$ cat src/source/cache_macros.svh
`ifndef CACHE_MACROS_SVH
`define CACHE_MACROS_SVH

////////////////////////////////////////////////////////////
// cache geometry
////////////////////////////////////////////////////////////
`define CACHE_ADDR_W        30   // byte address, memory-select bits removed
`define CACHE_DATA_W        32
`define CACHE_STRB_W        4
`define CACHE_INDEX_W       10
`define CACHE_WSEL_W        1    // 2**wsel words per line
`define CACHE_TAG_W         17
`define CACHE_WB_DEPTH_LOG2 4

////////////////////////////////////////////////////////////
// statistics port
////////////////////////////////////////////////////////////
`define CACHE_STAT_W        32
`define CACHE_STAT_SEL_W    4
`define CACHE_STAT_HIT      4'd0
`define CACHE_STAT_RD_MISS  4'd1
`define CACHE_STAT_WR_MISS  4'd2
`define CACHE_STAT_INVAL    4'd15
`define CACHE_INVAL_MARKER  32'hDEADBEEF

`endif
$ cat src/source/axi_pkg.sv
`default_nettype none

`include "cache_macros.svh"

package axi_pkg;

   // read address and data channels
   typedef struct packed
   {
      logic [`CACHE_ADDR_W+1:0] ar_addr;
      logic                     ar_valid;
      logic                     r_ready;
   } axi_rd_req_t;

   typedef struct packed
   {
      logic                     ar_ready;
      logic                     r_valid;
      logic [`CACHE_DATA_W-1:0] r_data;
      logic                     r_last;
   } axi_rd_rsp_t;

   // write address and data channels, no response channel
   typedef struct packed
   {
      logic [`CACHE_ADDR_W+1:0] aw_addr;
      logic                     aw_valid;
      logic                     w_valid;
      logic [`CACHE_STRB_W-1:0] w_strb;
      logic [`CACHE_DATA_W-1:0] w_data;
   } axi_wr_req_t;

   typedef struct packed
   {
      logic aw_ready;
      logic w_ready;
   } axi_wr_rsp_t;

endpackage

`default_nettype wire

$ cat src/source/cache_pkg.sv
`default_nettype none

`include "cache_macros.svh"

package cache_pkg;

   // one address word, seen flat or split for lookup
   typedef union packed
   {
      logic [`CACHE_ADDR_W-1:0] raw;
      struct packed
      {
         logic [`CACHE_TAG_W-1:0]   tag;
         logic [`CACHE_INDEX_W-1:0] index;
         logic [`CACHE_WSEL_W-1:0]  wsel;
         logic [1:0]                byte_off;
      } fields;
   } cache_addr_u;

   typedef struct packed
   {
      logic                     req;
      cache_addr_u              addr;
      logic [`CACHE_DATA_W-1:0] wdata;
      logic [`CACHE_STRB_W-1:0] wstrb;   // nonzero means write
   } cpu_req_t;

   typedef struct packed
   {
      logic                     ack;
      logic [`CACHE_DATA_W-1:0] rdata;
   } cpu_rsp_t;

   typedef struct packed
   {
      logic                         req;
      logic [`CACHE_STAT_SEL_W-1:0] sel;
   } stat_req_t;

   typedef struct packed
   {
      logic                     ack;
      logic [`CACHE_STAT_W-1:0] data;
   } stat_rsp_t;

   typedef struct packed
   {
      logic hit;
      logic rd_miss;
      logic wr_miss;
   } stat_event_t;

endpackage

`default_nettype wire

$ cat src/source/write_buffer.sv
`timescale 1ns/1ns
`default_nettype none

`include "cache_macros.svh"

module write_buffer
#(
   parameter int DEPTH_LOG2 = `CACHE_WB_DEPTH_LOG2
)
(
   input  logic                     clk,
   input  logic                     ctrl_reset,
   input  logic                     push,
   input  cache_pkg::cache_addr_u   addr,
   input  logic [`CACHE_DATA_W-1:0] wdata,
   input  logic [`CACHE_STRB_W-1:0] wstrb,
   output logic                     full,
   output logic                     empty,
   output axi_pkg::axi_wr_req_t     wr_req,
   input  axi_pkg::axi_wr_rsp_t     wr_rsp
);

   typedef struct packed
   {
      logic [`CACHE_STRB_W-1:0]   strb;
      logic [`CACHE_ADDR_W-3:0]   waddr;   // word address
      logic [`CACHE_DATA_W-1:0]   data;
   } wb_entry_t;

   typedef enum logic [1:0] {drain_idle, drain_addr, drain_data} drain_t;

   wb_entry_t           fifo_mem [2**DEPTH_LOG2];
   wb_entry_t           head;
   logic [DEPTH_LOG2:0] wr_ptr;
   logic [DEPTH_LOG2:0] rd_ptr;
   logic                pop;
   drain_t              drain;

   ////////////////////////////////////////////////////////////
   // FIFO
   ////////////////////////////////////////////////////////////
   assign empty = (wr_ptr == rd_ptr);
   assign full  = (wr_ptr[DEPTH_LOG2] != rd_ptr[DEPTH_LOG2]) &&
                  (wr_ptr[DEPTH_LOG2-1:0] == rd_ptr[DEPTH_LOG2-1:0]);
   assign head  = fifo_mem[rd_ptr[DEPTH_LOG2-1:0]];
   assign pop   = (drain == drain_data) && wr_rsp.w_ready;   // entry leaves once written

   always_ff @(posedge clk)
   begin
      if (push)
         fifo_mem[wr_ptr[DEPTH_LOG2-1:0]] <= '{strb: wstrb, waddr: addr.raw[`CACHE_ADDR_W-1:2],
                                               data: wdata};
   end

   always_ff @(posedge clk or posedge ctrl_reset)
   begin
      if (ctrl_reset)
      begin
         wr_ptr <= '0;
         rd_ptr <= '0;
      end
      else
      begin
         if (push) wr_ptr <= wr_ptr + 1'b1;
         if (pop)  rd_ptr <= rd_ptr + 1'b1;
      end
   end

   ////////////////////////////////////////////////////////////
   // drain engine
   ////////////////////////////////////////////////////////////
   always_ff @(posedge clk or posedge ctrl_reset)
   begin
      if (ctrl_reset)
         drain <= drain_idle;
      else
         case (drain)
            drain_idle: if (!empty) drain <= drain_addr;
            drain_addr: if (wr_rsp.aw_ready) drain <= drain_data;
            drain_data: if (wr_rsp.w_ready) drain <= drain_idle;
            default:    drain <= drain_idle;
         endcase
   end

   assign wr_req = '{aw_addr:  {2'b00, head.waddr, 2'b00},
                     aw_valid: (drain == drain_addr),
                     w_valid:  (drain == drain_data),
                     w_strb:   head.strb,
                     w_data:   head.data};

   a_no_overflow: assert property (@(posedge clk) disable iff (ctrl_reset) push |-> !full);

endmodule

`default_nettype wire

$ cat config.mk
export PLATFORM = sky130hd
export DESIGN_NAME = write_buffer
export DESIGN_NICKNAME = d
export VERILOG_FILES = /design/src/source/axi_pkg.sv /design/src/source/cache_pkg.sv /design/src/source/write_buffer.sv
export VERILOG_INCLUDE_DIRS = /design/src /design/src/source
export SDC_FILE = /design/constraint.sdc
export NUM_CORES = 1
export LEC_CHECK = 0
export ABC_AREA = 1
export BUFFER_PORTS_ARGS = -buffer_cell sky130_fd_sc_hd__buf_2
export CAP_MARGIN = 0
export CORE_MARGIN = 2
export CORE_UTILIZATION = 55
export DETAILED_ROUTE_END_ITERATION = 10
export HOLD_SLACK_MARGIN = 0.08
export PLACE_DENSITY_LB_ADDON = 0.08
export SYNTH_ARGS = -nofsm -noshare
export SYNTH_HDL_FRONTEND = slang
export SYNTH_SLANG_ARGS = --single-unit
$ cat constraint.sdc
create_clock -name clk -period 9.1 [get_ports clk]
set_input_delay 1.82 -clock clk [delete_from_list [all_inputs] [get_ports clk]]
set_output_delay 1.82 -clock clk [all_outputs]
set_load 0.05 [all_outputs]
After elaboration in Yosys (flattened, before gate mapping)
Memory sizes are Yosys's and may differ from the RTL's.
Cells that the tools add are included.
{ "op_classes": {"n_addsub": 2, "n_eq_ne": 8, "n_mux": 6, "n_reduce_logical": 4} }
{ "ops": {"columns": ["op", "n"], "rows": [
  ["adder 5 x 1 -> 5 bit (second input constant)", 2],
  ["2-to-1 mux 2 bit", 3],
  ["case mux 2 bit (3 select lines)", 1],
  ["== test 5 bit", 1],
  ["== test 4 bit", 1],
  ["!= test 2 x 1 -> 1 bit (second input constant)", 2],
  ["AND reduction 3 bit", 1],
  ["== test 2 x 1 -> 1 bit (second input constant)", 1],
  ["== test 2 bit (second input constant)", 1],
  ["logical AND 1 bit", 2],
  ["zero test 2 bit", 1],
  ["2-to-1 mux 1 bit", 2],
  ["!= test 2 bit (second input constant)", 1],
  ["!= test 1 bit", 1]
]} }
{ "word_totals": {"reg_bits": 12, "ram_bits": 1024, "input_bits": 71, "output_inout_bits": 72, "memories": 1} }
{ "memory_table": {"columns": ["name", "depth", "width", "rd", "rd_clocked_by_memory_dff", "write_ports", "line_no", "text"], "rows": [
  ["fifo_mem", 16, 64, 1, 0, 1, "write_buffer.sv:32", "wb_entry_t fifo_mem [2**DEPTH_LOG2];"]
]} }

Longest topological paths before layout
{ "depth": {"word_depth": 3, "ltp_mapped": 10} }

Least setup slack after synthesis
No wires, ideal clock.
{ "synth_path": {"path_type": "input -> register", "start": "input push", "end": "memory fifo_mem[7][0] (netlist name) (enable)", "arrival_time_ps": 6461, "path_slack_ps": 2074, "stages": 3, "cell_sequence": "buf_2 nand2_1 nor3_1"} }
{ "synth_via": {"elab_chain_cells": 2} }
{ "synth_rtl": {"columns": ["element", "line_no", "text"], "rows": [
  ["start: declaration", "write_buffer.sv:13", "input logic push,"],
  ["2-to-1 mux 1 bit", "write_buffer.sv:50", "if (push)"],
  ["2-to-1 mux 1 bit", "write_buffer.sv:51", "fifo_mem[wr_ptr[DEPTH_LOG2-1:0]] <= '{strb: wstrb, waddr: addr.raw[`CACHE_ADDR_W-1:2],"],
  ["end: declaration", "write_buffer.sv:32", null]
]} }
No other way between the ends.

==> out/qor.yml <==
global_route:
  antenna_found_initial: 6
  grt_pass1_vias: 26592
  grt_overflow: 0
  grt_pass1_wl_mm: 154
  grt_start_max_net_pins: 214
  grtUsageTotal_pct: 24.7
synth:
  syn_inst: 4281
  synth_most_common_cell: "nand2_1"
  synth_area_um2: 44500
  async_reset_ff_share_pct: 1.16
  ys_ff_latch: 1036
  yosys.area.top_type_share_pct: 69.1
  ys_seq_area_share_pct: 69.8
  synth_top_area_cell: "edfxtp_1"
  ys_types: 24
  synth_area_leaders: "edfxtp_1 (69%), nand2_1 (13%), inv_1 (6.0%), nand3_1 (5.8%), nor2_1 (1.3%)"
  yosys_warnings: 0
  ys.flop_type: "edfxtp_1"
  synth-edff-count: 1024
  postSynthAreaPerCell_um2: 10.4
  synth_common_cells: "nand2_1 (1564), edfxtp_1 (1024), inv_1 (711)"
sta:
  fmax_mhz: 165
  tns_ns: 0
  whs_ns: 0.489
  fin_crit_sh_pct: 66.5
  fin_crit_ns: 6.05
  hold_viol: 0
  finClkSkew_ns: 0.0232
  setup_viol: 0
  slew_violations: 0
  rsz0062_at_grt: "false"
  slew_headroom_pct: 21.9
  worst_slew_pin_slew_ns: 1.17
floorplan:
  die-height_um: 288
  rows: 104
  io-pin-count: 143
  fp.coreArea_um2: 80300
  start_util_pct: 55.4
  die-area_um2: 83100
  die_w_um: 288
drt:
  top_layer: "met5"
  ant_nets: 0
  drtPass1Iterations: 6
  vias: 28110
  wl_met3_mm: 5.32
  wl_met1_mm: 44.2
  met2WireLength_mm: 50.3
  drc_errors: 0
  wl_mm: 102
  drt-initial-drc-count: 2401
  avgViaCountPerCell: 5.11
  wl_per_cell_um: 18.6
clock_network:
  cts-root-buf: "clkbuf_16"
  cts_buffer_depth: 3
  cts_made_buffers: 105
  insertion_delay_ns: 0.66
  cts_tree: "built"
  cts_hold_buf: 0
  cts_sinks: 1036
  cts_resized: 0
  path_clk_slew_ns: 0.06
  htree_levels: 3
  postCtsSetupRepairBufs: 0
power:
  seq_power_share_pct: 38.1
  p_leak_nw: 21.1
  powerDensity_nw_per_um2: 322
  p_sw_share_pct: 40.1
  internal_power_mw: 9.46
  switchingPower_mw: 6.32
  power_frac_clock_pct: 25.7
  vdd_drop_max_uv: 316
  p_comb_share_pct: 36.3
flow_run:
  drv_cap: 0
worst_setup_path:
  r2r-end: "fifo_mem[12][47]"
  cp_cell_sequence: "inv_8 -> buf_12 -> nand2_1 -> nand2_1 -> nand2_1 -> nand3_1 -> nand3_1 -> nand2_1 -> buf_2"
  worst_r2r_startpoint: "wr_ptr[0]"
  cp_num_buf_inv: 3
  cp_max_fo: 213
  crit_start: "rd_ptr[0]"
  cp_num_cells: 9
  cp_common_cell: "nand2_1"
  regToRegSetupSlack_ns: 5.99
  ff2ff_path_depth: 5
  end_kind: "output port"
  crit_family: "buffers and inverters"
  startpoint_type: "flip-flop"
  cp-endpoint: "wr_req[20]"
  max_stage_delay_ns: 0.84
  crit_slowest_cell: "inv_8"
  arrival_ns: 4.23
  cp.required_ns: 7.28
  path_class: "flip-flop to output port"
min_path:
  hold_path_class: "flip-flop to flip-flop"
  min_from: "wr_ptr[4]"
final_layout:
  final_net_count: 4435
  final_core_util_pct: 61.1
  seqCellArea_um2: 31100
  drive_above_1_share_pct: 7.61
  area_delta_synth_final_pct: 10.2
  nFillCells: 6393
  multiInputGateArea_um2: 9650
run_status:
  status: "completed"
place:
  portBuffers: 136
  dp_hpwl_mm: 47.6
  gp_congestion: 0.726
[logic make-up (layout without fill, tap and decap cells)]
group	count (synthesis)	after routing	synth area share [%]
xor gates and xnor gates	9	9	0.177
other	1	7	0.00843
and+or+nand+nor	2234	2234	20.3
buffers and inverters	929	1086	8.77
AOI/OAI and AO/OA	67	67	0.760
DFF	1036	1036	69.8
adders and majority gates	5	5	0.141
[worst min-delay path by stage]
stage	cells after the start	slack, ns	end
2_1_floorplan	1	0.46	wr_ptr[4]
3_3_place_gp	1	0.47	wr_ptr[4]
3_5_place_dp	1	0.48	wr_ptr[4]
4_1_cts	1	0.49	wr_ptr[4]
5_1_grt	1	0.52	wr_ptr[4]
6_report	1	0.49	wr_ptr[4]
[metrics by stage]
| step | instances | worst slack (ns) | power [mW] | cell area [um2] |
|---|---|---|---|---|
| floorplan | 4284 | 2.07 | 10.4 | 44500 |
| global placement | 5312 | 3.71 | 11.8 | 45800 |
| detailed placement | 5312 | 3.71 | 11.9 | 45800 |
| CTS | 5501 | 2.96 | 15.9 | 49000 |
| global route | 5503 | 2.82 | 16.6 | 49000 |
| finish | 5504 | 3.05 | 15.8 | 49000 |
[registers in the layout (all words and copies together), names as in the netlist]
name / cells
fifo_mem: 1024
rd_ptr: 5
wr_ptr: 5
drain: 2
[power groups by stage]
stage	combinational [mW]	clock, mW	sequential (mW)
detailed placement	5.77	0	6.10
floorplan	4.40	0	5.98
global route	6.30	4.29	6.05
CTS	5.79	4.11	6.01
global placement	5.73	0	6.09
finish	5.73	4.05	6.01
[per-layer routing]
layer | vias up | global-route usage, %
li1 | 13831 | -
met1 | 13452 | 32.9
met2 | 663 | 42.8
met3 | 160 | 3.09
met4 | 4 | 7.36
met5 | - | 0
[layout make-up]
type / instances / area share, %
inverters: 719 / 5.55
repair buffers: 178 / 2.11
diodes: 3 / 0.0153
well taps: 1060 / 2.71
clock inverters: 56 / 0.781
flip-flops and latches: 1036 / 63.4
clock buffers: 133 / 5.79
multi-input cells: 2319 / 19.7
[cell usage in the layout, fill, tap and decap left out, types with 4 or more instances in the layout]
cell type	n
buf_2	136
buf_4	39
bufinv_16	5
clkbuf_1	23
clkbuf_16	110
clkinv_1	37
clkinv_2	17
conb_1	4
dfrtp_1	9
edfxtp_1	1024
ha_1	5
inv_1	708
nand2_1	1564
nand3_1	514
nor2_1	138
nor2_4	16
o21ai_0	35
o21ai_1	30
xor2_1	7
Note: power is estimated with default switching activity, not from simulation.
