--- src/source/cache_macros.svh ---
`ifndef CACHE_MACROS_SVH
`define CACHE_MACROS_SVH

////////////////////////////////////////////////////////////
// cache geometry
////////////////////////////////////////////////////////////
`define CACHE_ADDR_W        30   // byte address, memory-select bits removed
`define CACHE_DATA_W        32
`define CACHE_STRB_W        4
`define CACHE_INDEX_W       10
`define CACHE_WSEL_W        1    // 2**wsel words per line
`define CACHE_TAG_W         17
`define CACHE_WB_DEPTH_LOG2 4

////////////////////////////////////////////////////////////
// statistics port
////////////////////////////////////////////////////////////
`define CACHE_STAT_W        32
`define CACHE_STAT_SEL_W    4
`define CACHE_STAT_HIT      4'd0
`define CACHE_STAT_RD_MISS  4'd1
`define CACHE_STAT_WR_MISS  4'd2
`define CACHE_STAT_INVAL    4'd15
`define CACHE_INVAL_MARKER  32'hDEADBEEF

`endif
--- src/source/axi_pkg.sv ---
`default_nettype none

`include "cache_macros.svh"

package axi_pkg;

   // read address and data channels
   typedef struct packed
   {
      logic [`CACHE_ADDR_W+1:0] ar_addr;
      logic                     ar_valid;
      logic                     r_ready;
   } axi_rd_req_t;

   typedef struct packed
   {
      logic                     ar_ready;
      logic                     r_valid;
      logic [`CACHE_DATA_W-1:0] r_data;
      logic                     r_last;
   } axi_rd_rsp_t;

   // write address and data channels, no response channel
   typedef struct packed
   {
      logic [`CACHE_ADDR_W+1:0] aw_addr;
      logic                     aw_valid;
      logic                     w_valid;
      logic [`CACHE_STRB_W-1:0] w_strb;
      logic [`CACHE_DATA_W-1:0] w_data;
   } axi_wr_req_t;

   typedef struct packed
   {
      logic aw_ready;
      logic w_ready;
   } axi_wr_rsp_t;

endpackage

`default_nettype wire

--- src/source/cache_pkg.sv ---
`default_nettype none

`include "cache_macros.svh"

package cache_pkg;

   // one address word, seen flat or split for lookup
   typedef union packed
   {
      logic [`CACHE_ADDR_W-1:0] raw;
      struct packed
      {
         logic [`CACHE_TAG_W-1:0]   tag;
         logic [`CACHE_INDEX_W-1:0] index;
         logic [`CACHE_WSEL_W-1:0]  wsel;
         logic [1:0]                byte_off;
      } fields;
   } cache_addr_u;

   typedef struct packed
   {
      logic                     req;
      cache_addr_u              addr;
      logic [`CACHE_DATA_W-1:0] wdata;
      logic [`CACHE_STRB_W-1:0] wstrb;   // nonzero means write
   } cpu_req_t;

   typedef struct packed
   {
      logic                     ack;
      logic [`CACHE_DATA_W-1:0] rdata;
   } cpu_rsp_t;

   typedef struct packed
   {
      logic                         req;
      logic [`CACHE_STAT_SEL_W-1:0] sel;
   } stat_req_t;

   typedef struct packed
   {
      logic                     ack;
      logic [`CACHE_STAT_W-1:0] data;
   } stat_rsp_t;

   typedef struct packed
   {
      logic hit;
      logic rd_miss;
      logic wr_miss;
   } stat_event_t;

endpackage

`default_nettype wire

--- src/source/line_fill.sv ---
`timescale 1ns/1ns
`default_nettype none

`include "cache_macros.svh"

module line_fill
(
   input  logic                     clk,
   input  logic                     ctrl_reset,
   input  cache_pkg::cache_addr_u   addr,
   input  logic                     fill_start,
   output axi_pkg::axi_rd_req_t     rd_req,
   input  axi_pkg::axi_rd_rsp_t     rd_rsp,
   output logic                     fill_wr,
   output logic [`CACHE_WSEL_W-1:0] fill_wsel,
   output logic [`CACHE_DATA_W-1:0] fill_data,
   output logic                     fill_done
);

   typedef enum logic [1:0] {rd_idle, rd_addr, rd_beats} rd_state_t;

   rd_state_t                state;
   logic [`CACHE_WSEL_W-1:0] beat;

   always_ff @(posedge clk or posedge ctrl_reset)
   begin
      if (ctrl_reset)
      begin
         state <= rd_idle;
         beat  <= '0;
      end
      else
      begin
         case (state)
            rd_idle:  if (fill_start) state <= rd_addr;
            rd_addr:  if (rd_rsp.ar_ready) state <= rd_beats;
            rd_beats: if (fill_done) state <= rd_idle;
            default:  state <= rd_idle;
         endcase
         if (fill_start)
            beat <= '0;
         else if (fill_wr)
            beat <= beat + 1'b1;   // lowest word arrives first
      end
   end

   // line-aligned burst address
   assign rd_req = '{ar_addr:  {2'b00, addr.raw[`CACHE_ADDR_W-1:`CACHE_WSEL_W+2],
                                {(`CACHE_WSEL_W+2){1'b0}}},
                     ar_valid: (state == rd_addr),
                     r_ready:  (state == rd_beats)};

   assign fill_wr   = (state == rd_beats) && rd_rsp.r_valid;   // beat accepted
   assign fill_wsel = beat;
   assign fill_data = rd_rsp.r_data;
   assign fill_done = fill_wr && rd_rsp.r_last;   // also writes tag and valid

   a_ar_hold: assert property (@(posedge clk) disable iff (ctrl_reset)
      rd_req.ar_valid && !rd_rsp.ar_ready |=> rd_req.ar_valid && $stable(rd_req.ar_addr));

endmodule

`default_nettype wire

--- config.mk ---
export PLATFORM = sky130hd
export DESIGN_NAME = line_fill
export DESIGN_NICKNAME = d
export VERILOG_FILES = /design/src/source/axi_pkg.sv /design/src/source/cache_pkg.sv /design/src/source/line_fill.sv
export VERILOG_INCLUDE_DIRS = /design/src /design/src/source
export SDC_FILE = /design/constraint.sdc
export NUM_CORES = 1
export LEC_CHECK = 0
export ABC_AREA = 1
export BUFFER_PORTS_ARGS = -buffer_cell sky130_fd_sc_hd__buf_4
export CAP_MARGIN = 20
export CORE_MARGIN = 1
export CORE_UTILIZATION = 24
export DETAILED_ROUTE_END_ITERATION = 12
export PLACE_DENSITY = 0.79
export RECOVER_POWER = 50
export SKIP_CTS_REPAIR_TIMING = 1
export SLEW_MARGIN = 20
export SYNTH_ARGS = -nofsm -noshare
export SYNTH_HDL_FRONTEND = slang
export SYNTH_SLANG_ARGS = --single-unit
--- constraint.sdc ---
create_clock -name clk -period 0.8 [get_ports clk]
set_input_delay 0.08 -clock clk [delete_from_list [all_inputs] [get_ports clk]]
set_output_delay 0.08 -clock clk [all_outputs]
set_load 0.01 [all_outputs]
; ---- Word level (Yosys, flattened, before mapping)
; Cells that the tools add are included.
[op_classes]
add_sub_neg = 1
eq_ne = 5
muxes = 6
n_reduce_logical = 5
[op_table]
columns = operator, n
row1 = two-way mux 2 bit, 3
row2 = case mux 2 bit (3 select lines), 1
row3 = != test 2 x 1 -> 1 bit (second input constant), 2
row4 = AND reduction 3 bit, 1
row5 = equality test 2 x 1 -> 1 bit (second input constant), 1
row6 = equality test 2 bit (second input constant), 1
row7 = logical AND 1 bit, 2
row8 = zero test 2 bit, 1
row9 = two-way mux 1 bit, 2
row10 = != test 2 bit (second input constant), 1
row11 = nonzero test 2 bit, 1
row12 = adder 1 bit (second input constant), 1
[totals]
regBits = 3
input_bits = 68
out_inout_bits = 69
word_cells = 19

; ---- Logic depth before layout (Yosys ltp)
; Gate-level depths: netlist of the first run.
[logic_depth]
ltp_word = 5
ltp_mapped = 5
mapped_depth_nobuf = 5

; ---- Worst setup path before layout of the first run
; No wires, ideal clock.
[synth_path]
kind = reg2out
startpoint = register state[0]
endpoint = output port fill_done
t_arrival_ns = 0.699
t_required_ns = 0.720
setup_slack_ns = 0.021
path_stages_with_launch = 4
n_path_buf = 0
path_cell_list = dfrtp_1 -> inv_2 -> nand3_2 -> nor2_1
[synth_between]
elab_chain_cells = 3
[synth_rtl]
columns = element, line_no
row1 = "start, declared", line_fill.sv:22  ; rd_state_t state;
row2 = "start signal, assigned", line_fill.sv:29  ; state <= rd_idle;
row3 = "start signal, assigned", line_fill.sv:35  ; rd_idle: if (fill_start) state <= rd_addr;
row4 = "start signal, assigned", line_fill.sv:36  ; rd_addr: if (rd_rsp.ar_ready) state <= rd_beats;
row5 = equality test 2 bit, line_fill.sv:53  ; assign fill_wr = (state == rd_beats) && rd_rsp.r_valid;
row6 = logical AND 1 bit, line_fill.sv:53
row7 = logical AND 1 bit, line_fill.sv:56  ; assign fill_done = fill_wr && rd_rsp.r_last;
row8 = "end, declared", line_fill.sv:17  ; output logic fill_done
; Every way passes these cells.

; ---- Worst setup path in the final report of the first run
; Same ends and word-level chain as after synthesis.

==> impl_metrics.ini, run 1 <==
[placed_design]
place_congestion = 0.618
placed_area_sq_um = 310
port_buffers = 10

[power]
powerDensity_mw_per_mm2 = 2630
p_leak_uw = 0.000206
power_uw = 920
ir_worst_vdd_mv = 0.971

[drt]
route.detailed.drc = 0
drt_wl_total_um = 1010
routedWlPerCell_um = 13.3
antenna_left = 0
drt_iter0_drc = 0
via_count = 291
viasPerCell = 3.83
drt_first_pass_iters = 1

[floorplanning]
core-area_sq_mm = 0.00252
num_rows = 18
ios = 137
die_w_um = 54.3
start_util = 0.260
die_area_sq_mm = 0.00294
die_h_um = 54.3

[clocking]
cts_made_buffers = 3
cts_tree = done
clk_latency_ps = 230
cts_sinks = 3
clockBufferDepth = 2
cts_root_buffer = clkbuf_4
path_clk_slew_ps = 40
ctsHtreeMaxLevel = 1

[global_routing]
grt_max_degree = 5
track_usage = 0.0741
grt-ovfl-total = 0
grt_pass1_vias = 284
grt_antenna_before_repair = 0
grt_pass1_wl_um = 1380

[critical_path]
worstSetupEndpointType = output port
path_class = reg -> out
arrival_ps = 1000
startpoint_type = flop
slowest_stage = dfrtp_1
slowest_delay_ps = 390
required_ps = 720
crit_chain = inv_2, nand3_2, nor2_1, buf_4
reg2reg_from = state[1]
r2r_cells = 4
crit_path_max_fanout = 4
regToRegEndpoint = state[1]
reg2reg_slack_ps = -10

[finish]
drive_above_1_share = 0.391
fin_area_sq_um = 350
num_antenna_cells = 0
area_delta_synth_final_pct = -46.6
layout.nets = 115

[sta]
fin_ws_ps = -278
hold_viol = 0
final_max_slew_viol_count = 0
rsz0062_at_grt = true
worst_clock_skew_ps = 0.104
finalCriticalPeriod_ps = 1080
timing.final.crit_share = 1.35
max_clock_freq_mhz = 927
finalSetupViolations = 6

[logic_synthesis]
syn_area_per_cell_sq_um = 7.28
synth_area_leaders = buf_4 (73%), dfrtp_1 (11%), inv_1 (3.4%)
synthCells = 90
ys_ff_latch = 3
synth_top_area_share = 0.733
synth_top_cell_by_area = buf_4
synth_cell_types = 11
synthesis.area_sq_um = 656
ys_seq_area_frac = 0.115
ys_warn_count = 0

[min_path]
whs_endpoint = state[0]
hold_depth = 2
hp-start = rd_rsp[34]
hp-class = in -> reg

[status]
failed_checks = setup timing
status = complete, but fails checks

[job]
maxCapViolCount = 0
==> metrics by stage <==
step	hold WS, ps	worst slack (ps)	utilization	setup TNS (ps)	cells
CTS	-277	-306	0.133	-1130	75
global placement	-27.9	-44.2	0.123	-49.2	71
detailed placement	-26.6	-54.1	0.123	-92.5	71
floorplan	-166	21.1	-	0	94
finish	31.2	-278	0.139	-990	76
global route	37.6	-346	0.139	-1580	76
==> cells in the mapped netlist (all sizes together) <==
master	number
nand2	6
buf	64
inv	8
nand3	3
o21ai	2
dfrtp	3
conb	1
nor2	3
==> critical path: cells and delay by family (launching register included) <==
family                 cells  cell delay (ps)
buffers and inverters      2              190
DFF                        1              390
and+or+nand+nor            2              180
==> registers in the layout, summed over array words and instances (netlist names) <==
register   cells
fill_wsel      1
state          2
==> layout by cell type, fill, tap and decap left out <==
cell,n
inv_2,2
inv_1,6
o21ai_1,2
nand2_1,6
nand3_2,1
nor2_1,2
nand3_1,2
buf_4,10
dlygate4sd3_1,1
nor2_2,1
conb_1,5
dfrtp_1,3
clkbuf_1,1
clkbuf_4,3
buf_6,1
==> cells by family after synthesis <==
group | Yosys count | share of synthesized area
flip-flops | 3 | 0.115
buffers and inverters | 72 | 0.779
other | 1 | 0.00572
AO/OA/AOI/OAI | 2 | 0.0153
AND/OR/NAND/NOR | 12 | 0.0859
==> report_power, final <==
part	switching, uW	total [uW]	internal (uW)
logic	203	401	198
clock network	76.3	263	187
registers	47.1	255	208
total	327	920	593
==> per-layer routing <==
| metal | up-vias | global-route usage | routed length [um] |
|---|---|---|---|
| met5 | - | 0 | 0 |
| met3 | 28 | 0.0500 | 225 |
| li1 | 111 | - | - |
| met2 | 37 | 0.0732 | 395 |
| met4 | 0 | 0.192 | 174 |
| met1 | 115 | 0.0495 | 217 |
==> worst max path at each step <==
stage                      to     start  slack (ps)
finish              fill_done  state[0]        -280
floorplan           fill_done  state[0]          20
global placement    fill_done  state[0]         -40
detailed placement  fill_done  state[0]         -50
CTS                 fill_done  state[0]        -310
global route        fill_done  state[0]        -350
==> final cells by class <==
cell class | count | area (sq um)
fillers | 308 | 2170
repair buffers | 12 | 96.3
multi-input cells | 19 | 85.1
flip-flops and latches | 3 | 75.1
well taps | 30 | 37.5
inverters | 8 | 30.0
clock buffers | 4 | 26.3
Note: power is estimated with default switching activity, not from simulation.
==> run 2, diff against run 1 <==
CTS_BUF_LIST = sky130_fd_sc_hd__clkbuf_16   (was not set)
==> run 2 against run 1 <==
Compared with the run above:
- the run still ends with setup timing left
- non-clock buffer count unchanged
- flip-flop and latch count unchanged
- setup slack improved by 11 ps
- routed wire length increased by 0.59%
- cell count unchanged
- design area increased by 15%
- maximum frequency increased by 1.0%
- clock power increased to 3.0 times the previous value
- utilization increased by 2.1 points
- clock skew increased by 0.89 ps
- critical path depth unchanged
- via count increased by 2.1%
- critical endpoint unchanged
- highest routed layer unchanged
==> impl_metrics.ini, run 2 (same netlist as run 1, synthesis figures left out) <==
[clocking]
clockBufferDepth = 2
path_clk_slew_ps = 30
cts_sinks = 3
cts_made_buffers = 3
cts_tree = done
ctsHtreeMaxLevel = 1
clk_latency_ps = 220
cts_root_buffer = clkbuf_16

[sta]
worst_clock_skew_ps = 0.996
finalSetupViolations = 6
timing.final.crit_share = 1.33
hold_ws_ps = 41.1
hold_viol = 0
finalCriticalPeriod_ps = 1070
final_max_slew_viol_count = 0
rsz0062_at_grt = true
fin_ws_ps = -267
max_clock_freq_mhz = 937

[finish]
area_delta_synth_final_pct = -38.5
layout_common_cells = buf_4 (10), inv_1 (7), nand2_1 (6)
layout_commonest_cell = buf_4
fillCellCount = 304
seqCellArea_sq_um = 75.1
regMostFlops = state
final_util = 0.160
drive_above_1_share = 0.391
largest_reg_flops = 2
num_antenna_cells = 0
layout.nets = 115
final_cells = 76
multi_input_area_sq_um = 85.1

[critical_path]
required_ps = 720
crit_path_max_fanout = 4
startpoint_type = flop
reg2reg_slack_ps = -10
arrival_ps = 990
startpoint = state[0]
path_class = reg -> out
r2r_cells = 4
worstSetupEndpointType = output port
reg2reg_from = state[1]
regToRegEndpoint = state[1]
cp-endpoint = fill_done

[floorplanning]
die_area_sq_mm = 0.00294
ios = 137
die_w_um = 54.3
start_util = 0.260
die_h_um = 54.3
num_rows = 18
core-area_sq_mm = 0.00252

[power]
p_sw_frac = 0.267
ir_worst_vdd_mv = 1.07
intPower_uw = 1050
clockPowerShare = 0.542
p_leak_uw = 0.000233
p_sw_uw = 383
pwr-share-seq = 0.178
powerDensity_mw_per_mm2 = 3560
pwr-share-comb = 0.280

[job]
maxCapViolCount = 0

[drt]
antenna_left = 0
drt_iter0_drc = 0
viasPerCell = 3.91
drt_first_pass_iters = 1
routedWlPerCell_um = 13.4
via_count = 297
drt_wl_total_um = 1020
route.detailed.drc = 0

[global_routing]
grt_pass1_wl_um = 1400
grt_antenna_before_repair = 0
grt-ovfl-total = 0
track_usage = 0.0736
grt_max_degree = 5
grt_pass1_vias = 283

[min_path]
hp-class = in -> reg

[status]
status = complete, but fails checks
failed_checks = setup timing

[placed_design]
dp_slack_ps = -54.1
dp.cells = 71
port_buffers = 10
place_congestion = 0.618
==> run 2: power by group through the flow <==
stage          Combinational (uW)  Clock [uW]  Sequential [uW]
2_1_floorplan                 522           0              256
3_3_place_gp                  396           0              254
3_5_place_dp                  402           0              256
4_1_cts                       404         794              254
5_1_grt                       459         802              268
6_report                      401         777              255
==> run 2: worst min path at each step <==
| stage | from | to | slack (ps) | cells after the start |
|---|---|---|---|---|
| 2_1_floorplan | ctrl_reset | fill_wsel | -170 | 1 |
| 3_3_place_gp | ctrl_reset | fill_wsel | -30 | 2 |
| 3_5_place_dp | ctrl_reset | fill_wsel | -30 | 2 |
| 4_1_cts | ctrl_reset | fill_wsel | -260 | 2 |
| 5_1_grt | rd_rsp[34] | state[0] | 50 | 2 |
| 6_report | rd_rsp[34] | state[0] | 40 | 2 |
==> run 2: final cells by class <==
type                            instances  area share
Timing Repair Buffer                   12       0.239
Multi-Input combinational cell         19       0.211
Sequential cell                         3       0.186
Clock buffer                            3       0.186
Tap cell                               30      0.0932
Inverter                                8      0.0745
Clock inverter                          1     0.00932
==> run 2: worst max-delay path: stages (launching register included) <==
cell and delay (ps):
dfrtp_1 390, inv_2 70, nand3_2 80, nor2_1 100
buf_4 120
==> run 2: per-layer routing <==
metal	vias to the layer above	part of all wire	global-route usage
met5	-	0	0
met1	116	0.22	0.0528
met2	40	0.38	0.0732
met3	30	0.23	0.0583
li1	111	-	-
met4	0	0.18	0.167
==> run 2: stage by stage <==
step / instance area [sq um] / power [uW] / TNS [ps]
global route: 403 / 1530 / -1500
finish: 403 / 1430 / -935
global placement: 310 / 651 / -49.2
floorplan: 671 / 778 / 0
detailed placement: 310 / 659 / -92.5
CTS: 389 / 1450 / -1040
