==> config.mk <==
export PLATFORM = sky130hd
export DESIGN_NAME = cache_fsm
export DESIGN_NICKNAME = d
export VERILOG_FILES = /design/src/source/cache_pkg.sv /design/src/source/cache_fsm.sv
export VERILOG_INCLUDE_DIRS = /design/src /design/src/source
export SDC_FILE = /design/constraint.sdc
export NUM_CORES = 1
export LEC_CHECK = 0
export ABC_CLOCK_PERIOD_IN_PS = 3550
export BUFFER_PORTS_ARGS = -buffer_cell sky130_fd_sc_hd__buf_2
export CORE_MARGIN = 2
export CORE_UTILIZATION = 19
export DETAILED_ROUTE_END_ITERATION = 12
export PLACE_DENSITY = 0.81
export SLEW_MARGIN = 30
export SYNTH_ARGS = -nofsm -noshare
export SYNTH_HDL_FRONTEND = slang
export SYNTH_SLANG_ARGS = --single-unit
==> constraint.sdc <==
create_clock -name clk -period 3.55 [get_ports clk]
set_input_delay 0.5325 -clock clk [delete_from_list [all_inputs] [get_ports clk]]
set_output_delay 0.5325 -clock clk [all_outputs]
set_load 0.01 [all_outputs]
==> src/source/cache_macros.svh <==
`ifndef CACHE_MACROS_SVH
`define CACHE_MACROS_SVH

////////////////////////////////////////////////////////////
// cache geometry
////////////////////////////////////////////////////////////
`define CACHE_ADDR_W        30   // byte address, memory-select bits removed
`define CACHE_DATA_W        32
`define CACHE_STRB_W        4
`define CACHE_INDEX_W       10
`define CACHE_WSEL_W        1    // 2**wsel words per line
`define CACHE_TAG_W         17
`define CACHE_WB_DEPTH_LOG2 4

////////////////////////////////////////////////////////////
// statistics port
////////////////////////////////////////////////////////////
`define CACHE_STAT_W        32
`define CACHE_STAT_SEL_W    4
`define CACHE_STAT_HIT      4'd0
`define CACHE_STAT_RD_MISS  4'd1
`define CACHE_STAT_WR_MISS  4'd2
`define CACHE_STAT_INVAL    4'd15
`define CACHE_INVAL_MARKER  32'hDEADBEEF

`endif
==> src/source/cache_pkg.sv <==
`default_nettype none

`include "cache_macros.svh"

package cache_pkg;

   // one address word, seen flat or split for lookup
   typedef union packed
   {
      logic [`CACHE_ADDR_W-1:0] raw;
      struct packed
      {
         logic [`CACHE_TAG_W-1:0]   tag;
         logic [`CACHE_INDEX_W-1:0] index;
         logic [`CACHE_WSEL_W-1:0]  wsel;
         logic [1:0]                byte_off;
      } fields;
   } cache_addr_u;

   typedef struct packed
   {
      logic                     req;
      cache_addr_u              addr;
      logic [`CACHE_DATA_W-1:0] wdata;
      logic [`CACHE_STRB_W-1:0] wstrb;   // nonzero means write
   } cpu_req_t;

   typedef struct packed
   {
      logic                     ack;
      logic [`CACHE_DATA_W-1:0] rdata;
   } cpu_rsp_t;

   typedef struct packed
   {
      logic                         req;
      logic [`CACHE_STAT_SEL_W-1:0] sel;
   } stat_req_t;

   typedef struct packed
   {
      logic                     ack;
      logic [`CACHE_STAT_W-1:0] data;
   } stat_rsp_t;

   typedef struct packed
   {
      logic hit;
      logic rd_miss;
      logic wr_miss;
   } stat_event_t;

endpackage

`default_nettype wire

==> src/source/cache_fsm.sv <==
`timescale 1ns/1ns
`default_nettype none

module cache_fsm
(
   input  logic                   clk,
   input  logic                   ctrl_reset,
   input  cache_pkg::cpu_req_t    cpu_req,
   input  logic                   hit,
   input  logic                   fill_done,
   input  logic                   wb_full,
   output logic                   ack,
   output logic                   fill_start,
   output logic                   data_wr_en,
   output logic                   wb_push,
   output cache_pkg::stat_event_t events
);

   typedef enum logic [2:0] {idle, lookup, write_wait, fill, reread, respond, gap} state_t;

   state_t state;
   state_t state_nxt;
   logic   is_wr;

   assign is_wr = |cpu_req.wstrb;

   ////////////////////////////////////////////////////////////
   // sequencing
   ////////////////////////////////////////////////////////////
   always_comb
   begin
      state_nxt = state;
      case (state)
         idle:       if (cpu_req.req) state_nxt = lookup;
         lookup:
         begin
            if (is_wr)    state_nxt = write_wait;   // writes always go to the buffer
            else if (hit) state_nxt = respond;
            else          state_nxt = fill;
         end
         write_wait: if (!wb_full) state_nxt = gap;
         fill:       if (fill_done) state_nxt = reread;
         reread:     state_nxt = respond;   // stores see the new line here
         respond:    state_nxt = gap;
         gap:        state_nxt = idle;      // ack cycle
         default:    state_nxt = idle;
      endcase
   end

   always_ff @(posedge clk or posedge ctrl_reset)
   begin
      if (ctrl_reset)
         state <= idle;
      else
         state <= state_nxt;
   end

   assign ack        = (state == gap);
   assign fill_start = (state == lookup) && !is_wr && !hit;
   assign wb_push    = (state == write_wait) && !wb_full;
   assign data_wr_en = wb_push && hit;   // write hit also updates the line

   // classified once in lookup
   assign events = '{hit:     (state == lookup) && hit,
                     rd_miss: (state == lookup) && !is_wr && !hit,
                     wr_miss: (state == lookup) && is_wr && !hit};

   a_ack_pulse: assert property (@(posedge clk) disable iff (ctrl_reset)
      ack |=> !ack);

   // a line fill only ever serves a read
   a_no_fill_on_write: assert property (@(posedge clk) disable iff (ctrl_reset)
      (state == fill) |-> !is_wr);

endmodule

`default_nettype wire

# Word-level counts from Yosys, hierarchy flattened
# Index checks and enable logic that the tools add are counted.
totals:
  register_bits: 3
  in_bits: 72
  out_inout_bits: 7
op_classes:
  n_eq_ne: 9
  mux: 6
  reduce_logical: 13
op_table:
  columns: ["op", "n"]
  rows:
  - ["$pmux 3 s6", 1]
  - ["$mux 3", 5]
  - ["$eq 3x3->1 const B", 3]
  - ["$logic_and 1x1->1", 7]
  - ["$eq 3x2->1 const B", 2]
  - ["$ne 2x2->1 const B", 3]
  - ["$reduce_or 4->1", 1]
  - ["$eq 3x1->1 const B", 1]
  - ["$logic_not 1->1", 3]
  - ["$logic_not 3->1", 1]
  - ["$reduce_and 3->1", 1]

# Depth between registers and ports, before layout
# Gate-level depths: netlist of run 1.
depth:
  ltp_word: 4
  ltp_mapped: 5
  depth_no_buf: 3

# Least setup slack after synthesis of run 1
# Ideal clock, no wire load.
synth_timing:
  path_type: "in2out"
  startpoint: "input cpu_req[1] in the netlist's numbering"
  endpoint: "output events[1] in the netlist's numbering"
  t_arrival_ns: 1.461
  slack_ns: 1.556
  cell_stages: 3
  path_cell_list: "or4_4 nor2_1 buf_4"
synth_between:
  elab_chain_cells: 4
synth_lines:
  columns: ["item", "line", "source"]
  rows:
  - ["start: declaration", "cache_fsm.sv:8", "input cache_pkg::cpu_req_t cpu_req,"]
  - ["$reduce_or 4->1", "cache_fsm.sv:25", "assign is_wr = |cpu_req.wstrb;"]
  - ["$logic_not 1->1", null, null]
  - ["$logic_and 1x1->1 (2 in series)", null, null]
  - ["end: declaration", "cache_fsm.sv:16", "output cache_pkg::stat_event_t events"]
# No other way between the ends.

# Final worst setup path of run 1
layout_timing:
  startpoint: "input cpu_req[1] in the netlist's numbering"
  endpoint: "output fill_start"
layout_between:
  elab_chain_cells: 4
layout_lines:
  columns: ["item", "line", "source"]
  rows:
  - ["$reduce_or 4->1", "cache_fsm.sv:25", null]
  - ["$logic_not 1->1", "cache_fsm.sv:59", "assign fill_start = (state == lookup) && !is_wr && !hit;"]
  - ["$logic_and 1x1->1 (2 in series)", "cache_fsm.sv:59", null]
  - ["end: declaration", "cache_fsm.sv:13", "output logic fill_start,"]
# No other way between the ends.

==> results of run 1 <==
==> cell usage after synthesis, drive strengths merged <==
cell type,instances
o21ai,4
clkbuf,3
dfrtp,3
nor2,3
a21oi,2
nand2,2
nand2b,2
nor2b,2
nor3,2
and2,1
and3b,1
buf,1
inv,1
mux2,1
nand3b,1
nor4b,1
o211a,1
o32ai,1
or4,1
==> layout make-up <==
cell class	instances	area [um^2]
clock buffers	4	26.28
fillers	152	933.4
inverters	1	3.754
flip-flops and latches	3	75.07
well taps	15	18.77
multi-input cells	25	163.9
repair buffers	16	80.08
==> path summary, 6_finish.rpt <==
check / end / cells after the start / start
max in group asynchronous: state[2]$_DFFE_PP0P_ / 2 / ctrl_reset
min in group clk: state[0]$_DFFE_PP0P_ / 3 / cpu_req[66]
min: state[0]$_DFFE_PP0P_ / 2 / ctrl_reset
max reg2reg: state[2]$_DFFE_PP0P_ / 3 / state[1]$_DFFE_PP0P_
max: fill_start / 4 / cpu_req[1]
min reg2reg: state[0]$_DFFE_PP0P_ / 1 / state[0]$_DFFE_PP0P_
==> placed cells by master, fill, tap and decap left out <==
cell,instances
buf_2,16
o21ai_0,4
nor2_1,3
clkbuf_4,3
dfrtp_1,3
nor3_1,2
a21oi_1,2
nand2_1,2
nor2b_1,2
nand2b_1,2
or4_4,1
o211a_1,1
nor4b_1,1
and2_1,1
nand3b_1,1
and3b_1,1
inv_1,1
mux2_2,1
o32ai_2,1
clkbuf_1,1
==> stage by stage <==
stage          utilization  instances
2_1_floorplan            -         33
4_1_cts             0.2827         64
5_1_grt             0.2827         64
3_3_place_gp        0.2625         60
6_report            0.2827         64
3_5_place_dp        0.2625         60
==> power groups by stage <==
| stage | sequential [uW] | clock (uW) | combinational (uW) |
|---|---|---|---|
| finish | 92.7 | 61.6 | 101 |
| global route | 98.9 | 68.0 | 112 |
| CTS | 91.4 | 64.9 | 102 |
| detailed placement | 91.4 | 0 | 101 |
| global placement | 90.3 | 0 | 97.4 |
| floorplan | 54.9 | 0 | 112 |
==> cell families after synthesis <==
| logic type | Yosys count | synth area share |
|---|---|---|
| muxes | 1 | 0.04306 |
| AOI/OAI and AO/OA | 8 | 0.2153 |
| DFF | 3 | 0.2871 |
| and+or+nand+nor | 16 | 0.3685 |
| buffers and inverters | 5 | 0.08612 |
==> routing by layer <==
| layer | vias up | global-route usage | routed length, um |
|---|---|---|---|
| met4 | 0 | 0.1210 | 8 |
| met1 | 138 | 0.08065 | 257 |
| met5 | - | 0 | 0 |
| met3 | 2 | 0.01630 | 53 |
| met2 | 14 | 0.1055 | 350 |
| li1 | 146 | - | - |
==> flow_metrics.py, run 1 <==
metrics = {
    "sta": {
        "max_freq_ghz": 0.5041,
        "rsz0062_at_grt": "false",
        "slew_viol_final": 0,
        "worst_pin_slew_ns": 0.3174,
        "skew_ns": 0.004254,
        "setup_slack_ns": 1.566,
        "finalHoldViolCount": 0,
        "min_period_over_period": 0.5588,
        "period_minus_slack_ns": 1.984,
        "slew_headroom": 0.7854,
        "setup-violations-final": 0,
        "whs_ns": 0.1464,
        "tns_ns": 0,
    },
    "synthesis": {
        "ys.warnings.count": 0,
        "synth.cell_area_um2": 261.5,
        "synth.avg_cell_area_um2": 7.924,
        "ys_types": 19,
        "synthCells": 33,
        "synth_top_cell_area_share": 0.2871,
        "ys_ff_latch": 3,
        "synthTopCellsByArea": "dfrtp_1 29%, o21ai_0 7.7%, o32ai_2 6.2%",
        "synth_fp_nets": 105,
        "yosysSeqAreaShare": 0.2871,
        "yosysTopAreaCell": "dfrtp_1",
    },
    "finish": {
        "finalInstanceArea_um2": 367.9,
        "reg.largest.list": "state: 3 flops",
        "syn_to_final_growth_pct": 40.67,
        "fin_nets": 122,
        "regMostFlops": "state",
        "antenna_cells": 0,
        "largest_reg_flops": 3,
        "drive_above_1_share": 0.4490,
    },
    "clocking": {
        "cts.path.max_buffers": 2,
        "clk_pin_slew_ns": 0.04,
        "cts_tree": "yes",
        "post_cts_buffers": 0,
        "h-tree-depth": 1,
        "postCtsHoldBufs": 0,
        "clock_latency_ns": 0.24,
        "root_buffer": "clkbuf_4",
        "cts_resized": 0,
        "cts_buffers": 3,
        "clkSinkCount": 3,
    },
    "power": {
        "switchingPower_uw": 104.1,
        "clkPwrFrac": 0.241,
        "intPower_uw": 151.4,
        "max-vdd-ir-drop_uv": 153.8,
        "p_total_uw": 255.5,
        "power.density_nw_per_um2": 694.7,
        "p_comb_frac": 0.396,
        "p_sw_frac": 0.4075,
        "leakagePower_uw": 0.0001854,
        "seqPwrFrac": 0.363,
    },
    "global_routing": {
        "grt_start_max_net_pins": 12,
        "grt_pass1_vias": 192,
        "grt_usage": 0.07795,
        "grt_overflow": 0,
        "antenna_found_initial": 0,
        "grt_pass1_wl_um": 759,
    },
    "setup_path": {
        "worstPathArrival_ns": 1.45,
        "critical_path_class": "input port to output port",
        "slowest_stage": "or4_4",
        "crit_buf_inv": 2,
        "required_ns": 3.02,
        "path_delay_family": "simple AND/OR/NAND/NOR gates",
        "reg2reg_slack_ns": 2.46,
        "startpoint_type": "input port",
        "crit_fanout": 5,
        "path_cells": "buf_2 > or4_4 > nor2_1 > buf_2",
        "end_kind": "output port",
        "slowest_delay_ns": 0.55,
        "crit_top_cell": "buf_2",
    },
    "routing": {
        "drc_errors": 0,
        "firstDrtPassIters": 4,
        "vias": 300,
        "first_iter_violations": 3,
        "routed_wl_um": 670,
        "wl_per_cell_um": 10.47,
        "viasPerCell": 4.688,
        "ant_nets": 0,
    },
    "job": {
        "maxCapViolCount": 0,
    },
    "die": {
        "die_h_um": 41.10,
        "coreArea_um2": 1301,
        "fp-row-count": 13,
        "start_util": 0.2010,
        "die_w_um": 41.10,
        "io_pins": 79,
        "die_area_um2": 1689,
    },
    "place": {
        "dpl_cell_area_um2": 341.6,
        "portBuffers": 16,
        "place_hpwl_um": 463,
        "place_ws_ns": 1.569,
        "globalplace.congestion": 0.6974,
    },
    "hold_path": {
        "min_path_type": "input port to asynchronous set/reset pin",
    },
    "status": {
        "status": "complete, no violations",
    },
}
Note: power is estimated with default switching activity, not from simulation.
==> run 2: changes to the inputs <==
--- a/config.mk
+++ b/config.mk
@@ -6,12 +6,12 @@
 export SDC_FILE = /design/constraint.sdc
 export NUM_CORES = 1
 export LEC_CHECK = 0
-export ABC_CLOCK_PERIOD_IN_PS = 3550
+export ABC_CLOCK_PERIOD_IN_PS = 1800
 export BUFFER_PORTS_ARGS = -buffer_cell sky130_fd_sc_hd__buf_2
 export CORE_MARGIN = 2
-export CORE_UTILIZATION = 19
+export CORE_UTILIZATION = 16
 export DETAILED_ROUTE_END_ITERATION = 12
-export PLACE_DENSITY = 0.81
+export PLACE_DENSITY = 0.73
 export SLEW_MARGIN = 30
 export SYNTH_ARGS = -nofsm -noshare
 export SYNTH_HDL_FRONTEND = slang
==> constraint.sdc (replaced) <==
create_clock -name clk -period 1.8 [get_ports clk]
set_input_delay 0.27 -clock clk [delete_from_list [all_inputs] [get_ports clk]]
set_output_delay 0.27 -clock clk [all_outputs]
set_load 0.01 [all_outputs]
==> run 2 against run 1 <==
  * Via count decreased by 6.7%
  * Core utilization decreased by 3.4 points
  * Sequential share of layout area decreased by 0.61 points
  * Total power increased by 94%
  * Sequential power increased by 97%
  * Clock power increased by 93%
  * Critical path type is now register to output port
  * Critical endpoint is now data_wr_en
==> flow_metrics.py, run 2 (same netlist as run 1, synthesis figures left out) <==
metrics = {
    "routing": {
        "routed_wl_um": 599,
        "first_iter_violations": 5,
        "wl_per_cell_um": 9.076,
        "viasPerCell": 4.242,
        "drc_errors": 0,
        "vias": 280,
        "ant_nets": 0,
        "firstDrtPassIters": 3,
    },
    "power": {
        "p_total_uw": 495.8,
        "max-vdd-ir-drop_uv": 242.6,
        "power.density_nw_per_um2": 1308,
        "leakagePower_uw": 0.0001896,
    },
    "setup_path": {
        "end_kind": "output port",
        "slowest_stage": "dfrtp_1",
        "required_ns": 1.53,
        "worstPathArrival_ns": 1.35,
        "startpoint_type": "register",
        "critical_path_class": "register to output port",
        "path_cells": "nor4b_1 > and2_1 > buf_2",
        "crit_buf_inv": 1,
        "path_delay_family": "simple AND/OR/NAND/NOR gates",
        "slowest_delay_ns": 0.46,
        "crit_fanout": 10,
    },
    "die": {
        "io_pins": 79,
        "fp-row-count": 14,
        "coreArea_um2": 1524,
        "start_util": 0.1716,
        "die_w_um": 44.43,
        "die_h_um": 44.43,
        "die_area_um2": 1974,
    },
    "sta": {
        "tns_ns": 0,
        "min_period_over_period": 0.8982,
        "period_minus_slack_ns": 1.617,
        "setup-violations-final": 0,
        "skew_ns": 0.004481,
        "finalHoldViolCount": 0,
        "slew_viol_final": 0,
        "slew_headroom": 0.7999,
        "rsz0062_at_grt": "false",
        "max_freq_ghz": 0.6185,
        "worst_pin_slew_ns": 0.2960,
    },
    "finish": {
        "final_common_cell": "buf_2",
        "regArea_um2": 75.07,
        "num-fill-cells": 171,
        "final_cell_mix": "16 x buf_2, 4 x o21ai_0, 3 x nor2_1, 3 x clkbuf_4, 3 x dfrtp_1",
        "multiInputGateArea_um2": 163.9,
        "drive_above_1_share": 0.4400,
        "antenna_cells": 0,
        "largest_reg_flops": 3,
        "syn_to_final_growth_pct": 44.98,
        "fin_nets": 123,
        "reg.largest.list": "state: 3 flops",
        "regMostFlops": "state",
    },
    "clocking": {
        "root_buffer": "clkbuf_4",
        "post_cts_buffers": 0,
        "cts_buffers": 3,
        "cts_tree": "yes",
        "clock_latency_ns": 0.23,
        "clk_pin_slew_ns": 0.04,
        "cts.path.max_buffers": 2,
        "h-tree-depth": 1,
        "clkSinkCount": 3,
    },
    "job": {
        "maxCapViolCount": 0,
    },
    "global_routing": {
        "grt_usage": 0.07660,
        "grt_pass1_vias": 242,
        "grt_overflow": 0,
        "grt_pass1_wl_um": 1062,
        "antenna_found_initial": 0,
        "grt_start_max_net_pins": 12,
    },
    "hold_path": {
        "min_path_type": "input port to register",
    },
    "status": {
        "status": "complete, no violations",
    },
    "place": {
        "place_hpwl_um": 441.1,
        "globalplace.congestion": 0.6952,
        "portBuffers": 16,
    },
}
## run 2: changes by cell type in the layout (fill, tap and decap cells not counted)
cell,delta
dlygate4sd3_1,+1
## run 2: power by group
part	internal, uW	switching, uW	leakage [uW]
combinational	115	78.4	0.000138
sequential	101	82.3	0.0000371
clock	83.1	35.8	0.0000150
total	299	196	0.000190
## run 2: per-stage QoR
step | util | worst slack, ns | instances | hold slack, ns | instance area (um^2)
after floorplan | - | 0.2137 | 33 | 0.02364 | 261.5
after global placement | 0.2250 | 0.3383 | 61 | 0.1367 | 342.8
after detailed placement | 0.2250 | 0.3325 | 61 | 0.1395 | 342.8
after CTS | 0.2488 | 0.1776 | 66 | 0.3740 | 379.1
after global routing | 0.2488 | 0.04853 | 66 | 0.4103 | 379.1
final | 0.2488 | 0.1832 | 66 | 0.3801 | 379.1
## run 2: cell type report
class | instances | area share
flip-flops and latches | 3 | 0.1980
repair buffers | 17 | 0.2376
multi-input cells | 25 | 0.4323
well taps | 16 | 0.05281
clock buffers | 4 | 0.06931
inverters | 1 | 0.009901
## run 2: repair_timing
item                       in CTS  in global routing
hold buffers                    1                  0
setup endpoints to repair       0                  0
hold endpoints to repair        3                  0
resized for setup               0                  0
## run 2: path summary, 6_finish.rpt
path	to	slack (ns)	depth (start not counted)	start
max	data_wr_en	0.18	3	state[2]$_DFFE_PP0P_
min	state[0]$_DFFE_PP0P_	0.38	3	cpu_req[66]
max reg2reg	state[2]$_DFFE_PP0P_	0.71	3	state[1]$_DFFE_PP0P_
min reg2reg	state[0]$_DFFE_PP0P_	0.67	1	state[0]$_DFFE_PP0P_
max in group asynchronous	state[0]$_DFFE_PP0P_	1.23	3	ctrl_reset
min in group asynchronous	state[2]$_DFFE_PP0P_	0.44	3	ctrl_reset
## run 2: tightest hold or removal path: stages
cell,delay [ns]
buf_2,0.10
nor2_1,0.11
o32ai_2,0.08
## run 2: metal layers
metal / GRT usage / vias to the layer above / wire, um
met1: 0.1092 / 118 / 281
met2: 0.08529 / 12 / 261
met3: 0.03673 / 2 / 43
li1: - / 148 / -
met4: 0.05455 / 0 / 12
met5: 0 / - / 0
==> run 3: changes to the inputs <==
==> constraint.sdc (replaced) <==
create_clock -name clk -period 1.8 [get_ports clk]
set_input_delay 0.36 -clock clk [delete_from_list [all_inputs] [get_ports clk]]
set_output_delay 0.36 -clock clk [all_outputs]
set_load 0.01 [all_outputs]
==> run 3 against run 2 <==
  * Final cell count did not move
  * Combinational power about the same
  * Die area did not move
  * Highest routed layer unchanged
==> flow_metrics.py, run 3 (same netlist as run 1, synthesis figures left out) <==
metrics = {
    "clocking": {
        "h-tree-depth": 1,
        "clk_pin_slew_ns": 0.04,
        "cts_buffers": 3,
        "clock_latency_ns": 0.23,
        "cts.path.max_buffers": 2,
        "clkSinkCount": 3,
        "root_buffer": "clkbuf_4",
        "post_cts_buffers": 0,
        "cts_tree": "yes",
    },
    "sta": {
        "finalHoldViolCount": 0,
        "skew_ns": 0.004759,
        "slew_viol_final": 0,
        "slew_headroom": 0.7992,
        "min_period_over_period": 0.9202,
        "max_freq_ghz": 0.6038,
        "tns_ns": 0,
        "rsz0062_at_grt": "false",
        "setup_slack_ns": 0.1437,
        "period_minus_slack_ns": 1.656,
        "setup-violations-final": 0,
        "worst_pin_slew_ns": 0.3013,
    },
    "place": {
        "globalplace.congestion": 0.6952,
        "place_hpwl_um": 441.1,
        "portBuffers": 16,
        "place_ws_ns": 0.1525,
    },
    "setup_path": {
        "crit_fanout": 10,
        "r2r-start": "state[2]$_DFFE_PP0P_",
        "reg2reg_slack_ns": 0.72,
        "slowest_stage": "dfrtp_1",
        "required_ns": 1.44,
        "critical_path_class": "register to output port",
        "path_cells": "nor4b_2 > and2_1 > buf_2",
        "startpoint": "state[2]$_DFFE_PP0P_",
        "end_kind": "output port",
        "startpoint_type": "register",
        "slowest_delay_ns": 0.47,
        "crit_buf_inv": 1,
        "worstPathArrival_ns": 1.30,
        "path_delay_family": "flip-flops",
    },
    "global_routing": {
        "grt_pass1_wl_um": 1062,
        "grt_start_max_net_pins": 12,
        "grtUsageMet2": 0.08529,
        "use_met3": 0.03673,
        "grt_pass1_vias": 242,
        "busiest_layer": "met1",
        "grt_use_met1": 0.1092,
        "grt_overflow": 0,
        "grt_usage": 0.07660,
        "antenna_found_initial": 0,
    },
    "hold_path": {
        "min_path_type": "input port to register",
        "hp-start": "cpu_req[66]",
    },
    "routing": {
        "viasPerCell": 4.242,
        "firstDrtPassIters": 4,
        "vias": 280,
        "first_iter_violations": 5,
        "routed_wl_um": 596,
        "wl_per_cell_um": 9.030,
        "ant_nets": 0,
        "drc_errors": 0,
    },
    "finish": {
        "regMostFlops": "state",
        "drive_above_1_share": 0.4800,
        "num-fill-cells": 173,
        "final_cell_mix": "16 x buf_2, 4 x o21ai_0, 3 x nor2_1, 3 x clkbuf_4",
        "reg.largest.list": "state: 3 flops",
        "final_common_cell": "buf_2",
        "antenna_cells": 0,
        "fin_nets": 123,
        "largest_reg_flops": 3,
        "syn_to_final_growth_pct": 47.85,
    },
    "power": {
        "max-vdd-ir-drop_uv": 258.4,
        "leakagePower_uw": 0.0001897,
        "power.density_nw_per_um2": 1303,
    },
    "die": {
        "start_util": 0.1716,
        "fp-row-count": 14,
        "coreArea_um2": 1524,
        "die_h_um": 44.43,
        "die_w_um": 44.43,
        "die_area_um2": 1974,
        "io_pins": 79,
    },
    "job": {
        "maxCapViolCount": 0,
    },
    "status": {
        "status": "complete, no violations",
    },
}
-- run 3: cell count changes in the layout (fill, tap and decap cells not counted) --
cell and change:
dfrtp_1 -1, dfrtp_2 +1, nor4b_2 +1, nor4b_1 -1
-- run 3: routing by layer --
layer / vias to the layer above / wire (um)
met3: 2 / 49
met4: 0 / 12
li1: 149 / -
met5: - / 0
met2: 14 / 250
met1: 115 / 283
-- run 3: worst min-delay path, delay by kind of cell --
family | cells | cell delay, ns
buffers and inverters | 1 | 0.10
AO/OA/AOI/OAI | 1 | 0.08
AND/OR/NAND/NOR | 1 | 0.11
-- run 3: power by group --
group / internal, uW / leakage (uW) / switching [uW]
logic: 118 / 0.000139 / 78.4
registers: 103 / 0.0000359 / 84.6
clock network: 83.1 / 0.0000150 / 36.0
-- run 3: repair_timing --
item | 4_1_cts | 5_1_grt
gates resized for setup | 0 | 2
hold endpoints to repair | 3 | 0
hold buffers | 1 | 0
endpoints found under the setup margin | 0 | 1
-- run 3: stage by stage --
stage / hold slack [ns] / utilization / total power (uW) / area (um^2) / cells
after floorplan: 0.1136 / - / 329.7 / 261.5 / 33
after global placement: 0.2267 / 0.2250 / 370.1 / 342.8 / 61
after detailed placement: 0.2295 / 0.2250 / 375.9 / 342.8 / 61
after CTS: 0.4640 / 0.2488 / 502.3 / 379.1 / 66
after global routing: 0.5003 / 0.2537 / 563.5 / 386.6 / 66
final: 0.4690 / 0.2537 / 504.0 / 386.6 / 66
-- run 3: final timing paths --
| path | depth (start not counted) | endpoint |
|---|---|---|
| max | 3 | data_wr_en |
| min | 3 | state[0]$_DFFE_PP0P_ |
| max reg2reg | 3 | state[2]$_DFFE_PP0P_ |
| min in group asynchronous | 3 | state[2]$_DFFE_PP0P_ |
| max in group asynchronous | 3 | state[1]$_DFFE_PP0P_ |
| min reg2reg | 1 | state[0]$_DFFE_PP0P_ |
-- run 3: cell type report --
cell class / count / area [um^2] / area share
Timing Repair Buffer: 17 / 90.09 / 0.2330
Inverter: 1 / 3.754 / 0.009709
Clock buffer: 4 / 26.28 / 0.06796
Sequential cell: 3 / 76.32 / 0.1974
Multi-Input combinational cell: 25 / 170.2 / 0.4401
Tap cell: 16 / 20.02 / 0.05178
